==> src/logic/lock_cfg_pkg.sv <==
package lock_cfg_pkg;

  //////////////////////////////////////////////////
  // Sizes
  //////////////////////////////////////////////////

  localparam int NUM_CODES   = 4;   // User code slots.
  localparam int CODE_DIGITS = 20;  // Digits in a stored code or a keypad entry.

  localparam int MIN_CODE_LEN = 4;
  localparam int MAX_CODE_LEN = 12;

  //////////////////////////////////////////////////
  // Timing, in clock cycles
  //////////////////////////////////////////////////

  localparam int DEBOUNCE_CYCLES   = 4;   // Inside button hold time.
  localparam int BEEP_CYCLES       = 5;   // Keypad error beep.
  localparam int WRONG_CYCLES      = 10;  // Wrong-code display time.
  localparam int LOCKOUT_CYCLES    = 30;
  localparam int AUTO_LOCK_CYCLES  = 20;  // Door closed and unbolted.
  localparam int OPEN_ALARM_CYCLES = 15;  // Door open before the beep.

  localparam int MAX_TRIES = 5;  // Wrong codes before lockout.

  // Shared timer must hold the longest limit.
  localparam int LIMIT_A = (DEBOUNCE_CYCLES > BEEP_CYCLES) ? DEBOUNCE_CYCLES : BEEP_CYCLES;
  localparam int LIMIT_B = (WRONG_CYCLES > LOCKOUT_CYCLES) ? WRONG_CYCLES : LOCKOUT_CYCLES;
  localparam int LIMIT_C = (AUTO_LOCK_CYCLES > OPEN_ALARM_CYCLES) ?
                           AUTO_LOCK_CYCLES : OPEN_ALARM_CYCLES;
  localparam int LIMIT_AB = (LIMIT_A > LIMIT_B) ? LIMIT_A : LIMIT_B;
  localparam int LONGEST_LIMIT = (LIMIT_AB > LIMIT_C) ? LIMIT_AB : LIMIT_C;

  localparam int TIMER_W = $clog2(LONGEST_LIMIT + 1);
  localparam int TRIES_W = $clog2(MAX_TRIES + 1);

endpackage

==> src/logic/lock_types_pkg.sv <==
package lock_types_pkg;

  //////////////////////////////////////////////////
  // Keypad digits
  //////////////////////////////////////////////////

  // 0 to 9 are keys, the rest are markers.
  typedef logic [3:0] digit_t;

  localparam digit_t DIGIT_MARK  = 4'hA;  // Lit mark on the display.
  localparam digit_t DIGIT_BLANK = 4'hB;
  localparam digit_t DIGIT_ERROR = 4'hE;  // Keypad error in digit 0.
  localparam digit_t DIGIT_EMPTY = 4'hF;  // Unused code position.

  // Digit 0 is the newest one.
  typedef digit_t [lock_cfg_pkg::CODE_DIGITS-1:0] code_t;

  typedef logic [3:0] len_t;  // Zero marks an empty slot.

  //////////////////////////////////////////////////
  // Display
  //////////////////////////////////////////////////

  localparam int DISPLAY_DIGITS = 6;

  typedef digit_t [DISPLAY_DIGITS-1:0] display_t;

  localparam display_t DISPLAY_BLANK = {DISPLAY_DIGITS{DIGIT_BLANK}};

  //////////////////////////////////////////////////
  // Door state machine
  //////////////////////////////////////////////////

  typedef enum logic [3:0] {
    reset_st,
    locked,
    ajar,
    open_door,
    open_alarm,
    check_code,
    wrong_code,
    lockout,
    entry_beep,
    debounce_unlock,
    debounce_lock
  } lock_state_t;

endpackage

==> src/logic/code_matcher.sv <==
`timescale 1ns/1ps

module code_matcher (
  input  lock_types_pkg::code_t entry_value,
  input  lock_types_pkg::code_t codes    [lock_cfg_pkg::NUM_CODES],
  input  lock_types_pkg::len_t  code_len [lock_cfg_pkg::NUM_CODES],
  output logic                  code_match
);

  import lock_cfg_pkg::*;
  import lock_types_pkg::*;

  // One bit per slot and start position in the entry.
  logic [NUM_CODES-1:0][CODE_DIGITS-MIN_CODE_LEN:0] shift_hit;

  for (genvar s = 0; s < NUM_CODES; s++) begin : g_slot
    for (genvar k = 0; k <= CODE_DIGITS - MIN_CODE_LEN; k++) begin : g_shift
      logic [MAX_CODE_LEN-1:0] digit_ok;

      for (genvar j = 0; j < MAX_CODE_LEN; j++) begin : g_digit
        if (k + j < CODE_DIGITS) begin : g_in_range
          assign digit_ok[j] = (code_len[s] <= len_t'(j)) ||
                               (entry_value[k+j] == codes[s][j]);
        end
        else begin : g_past_end
          // The code may not run past the oldest entry digit.
          assign digit_ok[j] = code_len[s] <= len_t'(j);
        end
      end

      assign shift_hit[s][k] = (code_len[s] != '0) && (&digit_ok);
    end
  end

  assign code_match = |shift_hit;

endmodule

==> src/logic/code_store.sv <==
`timescale 1ns/1ps

module code_store (
  input  logic                  clk,
  input  logic                  rst,
  input  logic                  code_load,
  input  lock_types_pkg::code_t code_in  [lock_cfg_pkg::NUM_CODES],
  output lock_types_pkg::code_t codes    [lock_cfg_pkg::NUM_CODES],
  output lock_types_pkg::len_t  code_len [lock_cfg_pkg::NUM_CODES]
);

  import lock_cfg_pkg::*;
  import lock_types_pkg::*;

  // Length is the count of digits below the first empty one.
  // Out-of-range lengths leave the slot empty.
  function automatic len_t valid_length(code_t code);
    int n;
    n = CODE_DIGITS;
    for (int i = CODE_DIGITS - 1; i >= 0; i--) begin
      if (code[i] == DIGIT_EMPTY) begin
        n = i;
      end
    end
    if (n < MIN_CODE_LEN || n > MAX_CODE_LEN) begin
      return '0;
    end
    return len_t'(n);
  endfunction

  //////////////////////////////////////////////////
  // Code digits
  //////////////////////////////////////////////////

  always_ff @(posedge clk) begin
    if (code_load) begin
      codes <= code_in;
    end
  end

  //////////////////////////////////////////////////
  // Slot lengths
  //////////////////////////////////////////////////

  always_ff @(posedge clk or posedge rst) begin
    if (rst) begin
      for (int s = 0; s < NUM_CODES; s++) begin
        code_len[s] <= '0;  // All slots empty.
      end
    end
    else if (code_load) begin
      for (int s = 0; s < NUM_CODES; s++) begin
        code_len[s] <= valid_length(code_in[s]);
      end
    end
  end

endmodule

==> src/logic/door_fsm.sv <==
`timescale 1ns/1ps

module door_fsm (
  input  logic                     clk,
  input  logic                     rst,
  input  logic                     door_open,
  input  logic                     inside_button,
  input  logic                     entry_valid,
  input  lock_types_pkg::code_t    entry_value,
  input  logic                     code_match,
  output logic                     bolt,
  output logic                     beep,
  output logic                     keypad_en,
  output lock_types_pkg::display_t display
);

  import lock_cfg_pkg::*;
  import lock_types_pkg::*;

  lock_state_t        state;
  logic [TIMER_W-1:0] timer;  // Shared by every timed state.
  logic [TRIES_W-1:0] tries;
  logic               entry_error;
  logic               entry_confirm;

  assign entry_error   = entry_valid && (entry_value[0] == DIGIT_ERROR);
  assign entry_confirm = entry_valid && (entry_value[0] != DIGIT_ERROR);

  // Lit marks filled from the right.
  function automatic display_t mark_display(logic [TRIES_W-1:0] count);
    display_t disp;
    disp = DISPLAY_BLANK;
    for (int i = 0; i < DISPLAY_DIGITS; i++) begin
      if (i < int'(count)) begin
        disp[i] = DIGIT_MARK;
      end
    end
    return disp;
  endfunction

  //////////////////////////////////////////////////
  // State, timer and tries
  //////////////////////////////////////////////////

  always_ff @(posedge clk or posedge rst) begin
    if (rst) begin
      state <= reset_st;
      timer <= '0;
      tries <= '0;
    end
    else begin
      case (state)
        reset_st: begin
          if (!door_open) begin
            state <= locked;
            tries <= '0;
          end
        end
        locked: begin
          // Error beats button, button beats confirm.
          if (entry_error) begin
            state <= entry_beep;
            timer <= '0;
          end
          else if (inside_button) begin
            state <= debounce_unlock;
            timer <= '0;
          end
          else if (entry_confirm) begin
            state <= check_code;
            tries <= tries + 1'b1;
          end
        end
        check_code: begin
          timer <= '0;
          state <= code_match ? ajar : wrong_code;
        end
        wrong_code: begin
          if (timer < TIMER_W'(WRONG_CYCLES)) begin
            timer <= timer + 1'b1;
          end
          else if (tries >= TRIES_W'(MAX_TRIES)) begin
            state <= lockout;
            timer <= '0;
          end
          else begin
            state <= locked;
          end
        end
        lockout: begin
          if (timer < TIMER_W'(LOCKOUT_CYCLES)) begin
            timer <= timer + 1'b1;
          end
          else begin
            state <= locked;
            tries <= '0;
          end
        end
        entry_beep: begin
          if (timer < TIMER_W'(BEEP_CYCLES)) begin
            timer <= timer + 1'b1;
          end
          else begin
            state <= locked;
          end
        end
        debounce_unlock: begin
          if (timer >= TIMER_W'(DEBOUNCE_CYCLES)) begin
            state <= ajar;
            timer <= '0;
          end
          else if (!inside_button) begin
            state <= locked;  // Released too early.
          end
          else begin
            timer <= timer + 1'b1;
          end
        end
        debounce_lock: begin
          if (timer >= TIMER_W'(DEBOUNCE_CYCLES)) begin
            state <= locked;
          end
          else if (!inside_button) begin
            state <= ajar;
            timer <= '0;  // Auto-lock count starts over.
          end
          else begin
            timer <= timer + 1'b1;
          end
        end
        ajar: begin
          if (inside_button) begin
            state <= debounce_lock;
            timer <= '0;
          end
          else if (door_open) begin
            state <= open_door;
            timer <= '0;
          end
          else if (timer >= TIMER_W'(AUTO_LOCK_CYCLES)) begin
            state <= locked;
          end
          else begin
            timer <= timer + 1'b1;
          end
        end
        open_door: begin
          if (!door_open) begin
            state <= ajar;
            timer <= '0;
          end
          else if (timer >= TIMER_W'(OPEN_ALARM_CYCLES)) begin
            state <= open_alarm;
          end
          else begin
            timer <= timer + 1'b1;
          end
        end
        open_alarm: begin
          if (!door_open) begin
            state <= ajar;
            timer <= '0;
          end
        end
        default: state <= reset_st;
      endcase
    end
  end

  //////////////////////////////////////////////////
  // Outputs
  //////////////////////////////////////////////////

  always_comb begin
    bolt      = 1'b1;
    beep      = 1'b0;
    keypad_en = 1'b0;
    display   = DISPLAY_BLANK;
    case (state)
      locked:                       keypad_en = 1'b1;
      ajar, open_door, debounce_lock: bolt = 1'b0;
      open_alarm: begin
        bolt = 1'b0;
        beep = 1'b1;
      end
      entry_beep:                   beep = 1'b1;
      wrong_code:                   display = mark_display(tries);
      lockout:                      display = mark_display(TRIES_W'(MAX_TRIES));
      check_code, debounce_unlock:  bolt = 1'b1;  // Still bolted while deciding.
      default:                      bolt = 1'b0;  // Reset state.
    endcase
  end

endmodule

==> src/logic/door_lock_top.sv <==
`timescale 1ns/1ps

module door_lock_top (
  input  logic                     clk,
  input  logic                     rst,
  input  logic                     door_open,
  input  logic                     inside_button,
  input  logic                     code_load,
  input  lock_types_pkg::code_t    code_in [lock_cfg_pkg::NUM_CODES],
  input  lock_types_pkg::code_t    entry_value,
  input  logic                     entry_valid,
  output logic                     bolt,
  output logic                     beep,
  output logic                     keypad_en,
  output lock_types_pkg::display_t display
);

  import lock_cfg_pkg::*;
  import lock_types_pkg::*;

  code_t codes    [NUM_CODES];
  len_t  code_len [NUM_CODES];
  logic  code_match;

  //////////////////////////////////////////////////
  // Stored codes and the entry compare
  //////////////////////////////////////////////////

  code_store code_store_i (
    .clk       (clk),
    .rst       (rst),
    .code_load (code_load),
    .code_in   (code_in),
    .codes     (codes),
    .code_len  (code_len)
  );

  code_matcher code_matcher_i (
    .entry_value (entry_value),
    .codes       (codes),
    .code_len    (code_len),
    .code_match  (code_match)
  );

  //////////////////////////////////////////////////
  // Lock control
  //////////////////////////////////////////////////

  door_fsm door_fsm_i (
    .clk           (clk),
    .rst           (rst),
    .door_open     (door_open),
    .inside_button (inside_button),
    .entry_valid   (entry_valid),
    .entry_value   (entry_value),
    .code_match    (code_match),
    .bolt          (bolt),
    .beep          (beep),
    .keypad_en     (keypad_en),
    .display       (display)
  );

endmodule

==> config.mk <==
export PLATFORM = sky130hd
export DESIGN_NAME = door_lock_top
export DESIGN_NICKNAME = d
export VERILOG_FILES = /design/src/logic/lock_cfg_pkg.sv /design/src/logic/lock_types_pkg.sv /design/src/logic/code_matcher.sv /design/src/logic/code_store.sv /design/src/logic/door_fsm.sv /design/src/logic/door_lock_top.sv
export SDC_FILE = /design/constraint.sdc
export NUM_CORES = 2
export LEC_CHECK = 0
export BUFFER_PORTS_ARGS = -buffer_cell sky130_fd_sc_hd__clkbuf_2
export CAP_MARGIN = 30
export CORE_MARGIN = 2
export CORE_UTILIZATION = 31
export DETAILED_ROUTE_END_ITERATION = 7
export GPL_TIMING_DRIVEN = 0
export PLACE_DENSITY = 0.52
export SLEW_MARGIN = 15
export SYNTH_ARGS = -nofsm -noshare
export SYNTH_HDL_FRONTEND = slang
export SYNTH_SLANG_ARGS = --single-unit
==> constraint.sdc <==
create_clock -name clk -period 4.2 [get_ports clk]
set_input_delay 0.84 -clock clk [delete_from_list [all_inputs] [get_ports clk]]
set_output_delay 0.84 -clock clk [all_outputs]
set_load 0.05 [all_outputs]
* Word level (Yosys, flattened, before mapping)
Cells that the tools add are included.
** Word-level totals
- Memory bits (read-only) :: 0
- Logic and storage cells :: 1891
- Flip-flop bits (word level) :: 220
- Memories kept :: 0
- RAM bits :: 0
- Bits of input ports :: 406
- Output and inout port bits :: 27
- Latch bits :: 0
** Operators by class
- Reduce and logical (&&, ||, !) cells :: 827
- Order comparisons :: 69
- Div/mod/pow operators :: 0
- Equal/unequal tests :: 785
- $mul :: 0
- Bitwise logic cells :: 0
- Shift operators :: 0
- Muxes and demuxes :: 153
- Add/sub/neg operators :: 2
** Operator list (number)
- $eq A4 B4 Y1 :: 672
- $reduce_and A12 Y1 :: 68
- $logic_or A1 B1 Y1 :: 676
- $mux W5 :: 80
- $eq A4 B4 Y1 const B :: 84
- $gt A32 B5 Y1 const B :: 4
- $lt A32 B4 Y1 const B :: 4
- $mux W32 :: 4
- $mux W4 :: 25
- $logic_and A1 B1 Y1 :: 70
- $mux W3 :: 23
- $reduce_or A68 Y1 :: 1
- $le A4 B3 Y1 const B :: 16
- $le A4 B4 Y1 const B :: 16
- $pmux W5 S10 :: 1
- $pmux W24 S2 :: 1
- $pmux W4 S11 :: 1
- $le A4 B1 Y1 const B :: 8
- $le A4 B2 Y1 const B :: 8
- $reduce_and A10 Y1 :: 2
- $mux W1 :: 17
- $eq A4 B3 Y1 const B :: 4
- $ne A2 B2 Y1 const B :: 8
- $reduce_bool A4 Y1 :: 4
- other kinds (28) :: 39

* Depth between registers and ports, before layout
- Word-level depth :: 27
- Mapped depth :: 13
- Depth with buffers taken out :: 10

* Modules after synthesis
Synthesis repeated with hierarchy kept, for this count alone.
** Second synthesis, totals
- Cells, all modules :: 5376
- Area total of the unflattened synthesis :: 48397.7 um2
** By module, submodules not included
- code_matcher :: instances 1, seq. area each 0.0 um2, cells each 4588, area each 35298.9 um2
- code_store :: instances 1, seq. area each 10009.6 um2, cells each 598, area each 11658.7 um2
- door_fsm :: instances 1, seq. area each 300.3 um2, cells each 190, area each 1440.1 um2

* Least setup slack after synthesis
Ideal clock, no wire load.
- Path kind :: reg-to-output
- From :: register door_fsm_i.state[3]
- To :: output port display[0] (netlist name)
- Cell stages (with the launch flop) :: 8
- Setup slack :: 267 ps
- Required time :: 3360 ps
- Arrival time :: 3093 ps
- Buffers on the path :: 2
- Cell sequence :: dfrtp_1 -> clkbuf_1 -> nor2_1 -> and2_1 -> clkbuf_1 -> o21a_1 -> a21oi_1 -> a21boi_0
** RTL lines
- start, declared :: line door_fsm.sv:20 : lock_state_t state;
- start signal, assigned :: line door_fsm.sv:47 : state <= reset_st;
- start signal, assigned :: line door_fsm.sv:55 : state <= locked;
- start signal, assigned :: line door_fsm.sv:62 : state <= entry_beep;
- end, declared :: line door_lock_top.sv:15 : output lock_types_pkg::display_t display

* Worst setup path after layout
- From :: input port entry_value[19] (netlist name)
- To :: register door_fsm_i.state[2]
** On the way
- Longest elaborated chain between the ends :: 7
- Elaborated cells between the ends (all ways) :: 83
- Classes of those cells :: eq/ne (20); mux (2); reduce/logical (61)
** Ends and longest elaborated chain
- start, declared :: line door_lock_top.sv:10 : input lock_types_pkg::code_t entry_value,
- $eq A4 B4 Y1 :: line code_matcher.sv:23 : (entry_value[k+j] == codes[s][j]);
- $logic_or A1 B1 Y1 :: line code_matcher.sv:22 : assign digit_ok[j] = (code_len[s] <= len_t'(j)) ||
- $reduce_and A12 Y1 :: line code_matcher.sv:31 : assign shift_hit[s][k] = (code_len[s] != '0) && (&digit_ok);
- $logic_and A1 B1 Y1 :: line code_matcher.sv:31
- $reduce_or A68 Y1 * :: line code_matcher.sv:35 : assign code_match = |shift_hit;
- $mux W3 * :: line door_fsm.sv:76 : state <= code_match ? ajar : wrong_code;
- $pmux W4 S11 * :: line door_fsm.sv:52 : case (state)
- end signal, assigned :: line door_fsm.sv:55
- end signal, assigned :: line door_fsm.sv:76
- end signal, assigned :: line door_fsm.sv:83 : state <= lockout;
Mark *: on every way between the ends. The rest lies on a longest branch, timed or not.
A chain may end at the register's enable or synchronous reset.

==> impl_metrics.toml <==
[setup_path]
critical-path-top-delay-family = "simple AND/OR/NAND/NOR gates"
reg2reg_depth = 11
critical_path_class = "in -> reg"
worstReg2RegStart = "code_store_i.code_len[10]"
type_of_destination_of_the_critical_path = "register"
critical_path_maximum_fanout = 10
critPathBufInv = 3
timing.rr.end = "door_fsm_i.state[2]"
arrival_ns = 4.92
series_of_cell_instances_along_the_critical_path = "clkbuf_2 -> buf_2 -> buf_2 -> xor2_1 -> nor4_1 -> o22ai_1 -> nor4_1 -> o211ai_1 -> and4_1 -> a31oi_2 -> o31ai_1"
r2r_setup_slack_ns = -0.17
worst_path_largest_cell_delay_ns = 0.89
cp_slowest_cell = "sky130_fd_sc_hd__nor4_1"
cp.required_ns = 4.67
critical_path.startpoint_type = "input pin"

[route]
first_iter_violations = 8516
drt-wirelength-per-cell_microns = 44.77
antenna_violating_nets_post_route = 0
drc_errors = 4
detailedRoute.firstPassIterationCount = 8
via_count = 50090
detail_route.vias_per_cell = 6.564
wirelength_microns = 341700

[placement]
post_place_cell_area_sq_um = 49170
globalplace.congestion = 1.069
place_hpwl_microns = 234500
dp_slack_ns = -1.412
port_buffer_count = 366

[die]
initial_utilization = 0.3131
die_h_microns = 382.6
boundaryPins = 433
fp.dieArea_sq_um = 146400
row_count = 138
core_sq_um = 141900
fp.dieW_microns = 382.6

[clocking]
cts_inserted_buffers = 27
cts_htree_levels = 1
post-cts-setup-buffers = 0
clock_tree.root_cell = "sky130_fd_sc_hd__clkbuf_16"
postCtsHoldBufs = 0
path_clk_slew_ns = 0.06
tritoncts_clock_tree = "built"
ctsLongestPathBuffers = 3
tritoncts_sinks = 220
clkLatencyLatePin_ns = 0.65

[yosys]
synth_most_common_cell = "sky130_fd_sc_hd__xor2_1"
yosys_top_cell_area_share = 0.3240
synthTopCellsByCount = "sky130_fd_sc_hd__xor2_1, sky130_fd_sc_hd__xnor2_1, sky130_fd_sc_hd__buf_2, sky130_fd_sc_hd__nor4_1, sky130_fd_sc_hd__nand4_1"
async_reset_ff_frac = 0.1273
synthFlopType = "sky130_fd_sc_hd__edfxtp_1"
synthesis.area_per_instance_sq_um = 8.446
number_of_enable_type_register_cells_in_the_synthesized_netlist = 192
yosys_warnings = 0
post_synth_num_cell_types = 80
syn_area_sq_um = 44440
post_synth_inst_count = 5261
yosys_register_bits = 220
synth-seq-area-share = 0.1455
ys_top_cells_by_area = "sky130_fd_sc_hd__xor2_1, sky130_fd_sc_hd__xnor2_1, sky130_fd_sc_hd__edfxtp_1"
yosysTopAreaCell = "sky130_fd_sc_hd__xor2_1"

[sta]
clock_skew_ns = 0.02168
maxSlewViolCount = 0
clock.fmax_ghz = 0.2247
timing.final.crit_share = 1.059
finalHoldViolations = 0
relSlewSlack = 0.1491
setup_repair_after_global_routing_missed_its_margin = "no"
hold-worst-slack_ns = 0.3386
tightest_slew_ns = 1.276
report.final.setup_viol = 1
post-route-min-period_ns = 4.450
setup_slack_ns = -0.2498

[power]
combinationalPowerShare = 0.665
swShare = 0.5399
totalPowerFinal_w = 0.01517
power.switching_w = 0.008190
power.static_leakage_nw = 18.67
clockPowerShare = 0.156
share_seq_of_total_power = 0.179
worst_ir_drop_vdd_mv = 0.3222
p_int_w = 0.006980
power_per_cell_area_nw_per_um2 = 301.5

[global_routing]
grt.overflow.total = 0
pin_count_of_the_biggest_net_entering_global_routing = 96
wire_length_of_the_first_global_routing_pass_microns = 439200
groute.layer.met1.usage = 0.5434
antenna_violations_before_repair = 21
via_count_of_the_first_global_routing_pass = 46070
global_route.usage.met2 = 0.6003
top_usage_layer = "met2"
track_usage = 0.4465
met3_usage = 0.2119

[min_path]
min_path_type = "in -> async"

[layout]
area_delta_synth_final_pct = 13.25
post_route_cells_drive_above_1_share = 0.1822
final_net_count = 6113
stdcell_area_sq_um = 50320

[job]
maxCapViolCount = 0

[status]
failed_checks = "design-rule violations, negative setup slack"
status = "finished with violations"
[layer usage]
metal	part of all wire	vias to the layer above	wire (microns)
li1	-	19130	-
met1	0.37	24620	125000
met2	0.38	4909	129600
met3	0.16	1424	54360
met4	0.095	8	32570
met5	0.00046	-	158
[stage by stage]
stage                       util  setup TNS [ns]  cells
after floorplan                -               0   5277
final                     0.3546         -0.2498   7631
after detailed placement  0.3465          -1.412   7568
after global placement    0.3431         -208.70   7533
after CTS                 0.3531               0   7617
after global routing      0.3543               0   7615
[cell usage in the layout, fill, tap and decap left out, types with 35 or more instances in the layout]
master                     count
sky130_fd_sc_hd__a41oi_1     108
sky130_fd_sc_hd__buf_6        39
sky130_fd_sc_hd__xor2_1     1644
sky130_fd_sc_hd__a21oi_1     102
sky130_fd_sc_hd__nor3_1       35
sky130_fd_sc_hd__nor4_1      313
sky130_fd_sc_hd__buf_4       155
sky130_fd_sc_hd__clkbuf_1    130
sky130_fd_sc_hd__o22ai_1     103
sky130_fd_sc_hd__buf_2       335
sky130_fd_sc_hd__o21ai_0     100
sky130_fd_sc_hd__xnor2_1    1044
sky130_fd_sc_hd__edfxtp_1    192
sky130_fd_sc_hd__o41ai_1     131
sky130_fd_sc_hd__clkbuf_2    382
sky130_fd_sc_hd__nor2_1       60
sky130_fd_sc_hd__nand4_1     243
sky130_fd_sc_hd__nand2_1      74
[area by class of cell]
class,instances,area [sq um]
flip-flops and latches,220,6466
multi-input cells,4313,34210
repair buffers,403,2270
well taps,1890,2365
inverters,36,137.6
clock buffers,34,732.0
diodes,18,45.04
clock inverters,15,126.4
plain buffers,702,3966
fillers,14990,91610
[cell families (layout without fill, tap and decap cells)]
logic type	count (synthesis)	in the layout	share of synthesized area
flops	220	220	0.1455
buf+inv	744	1190	0.08791
other cells	2	36	0.0001690
fa+ha+maj	5	5	0.001352
xor+xnor	2688	2688	0.5298
mux	3	3	0.0007039
compound gates	737	737	0.1198
simple gates	862	862	0.1147
[worst max path at each step]
stage                              start                       end  slack [ns]  cells past startpoint
2_1_floorplan        door_fsm_i.state[3]                display[0]        0.27                      7
3_3_place_gp                   code_load  code_store_i.code_len[5]       -3.43                      4
5_1_grt                  entry_value[38]       door_fsm_i.state[2]      0.0009                     12
6_report                 entry_value[19]       door_fsm_i.state[2]       -0.25                     11
4_1_cts        code_store_i.code_len[13]       door_fsm_i.state[2]       0.002                     10
3_5_place_dp             entry_value[39]       door_fsm_i.state[2]       -1.41                     13
[power by group through the flow]
| stage | clock [W] | combinational, W | sequential [W] |
|---|---|---|---|
| finish | 0.00236 | 0.0101 | 0.00272 |
| global route | 0.00250 | 0.0101 | 0.00273 |
| CTS | 0.00244 | 0.00939 | 0.00271 |
| detailed placement | 0 | 0.00932 | 0.00276 |
| global placement | 0 | 0.00917 | 0.00277 |
| floorplan | 0 | 0.00568 | 0.00272 |
[registers in the layout, indices dropped and copies added, names as in the netlist]
register,flops
door_fsm_i.state,4
code_store_i.codes,192
code_store_i.code_len,16
door_fsm_i.timer,5
door_fsm_i.tries,3
[repair_timing]
item,4_1_cts,5_1_grt
setup endpoints to repair,1,1
pin swaps,0,1
gates resized for setup,25,67
cloned,0,0
(Power assumes the default switching activity.)
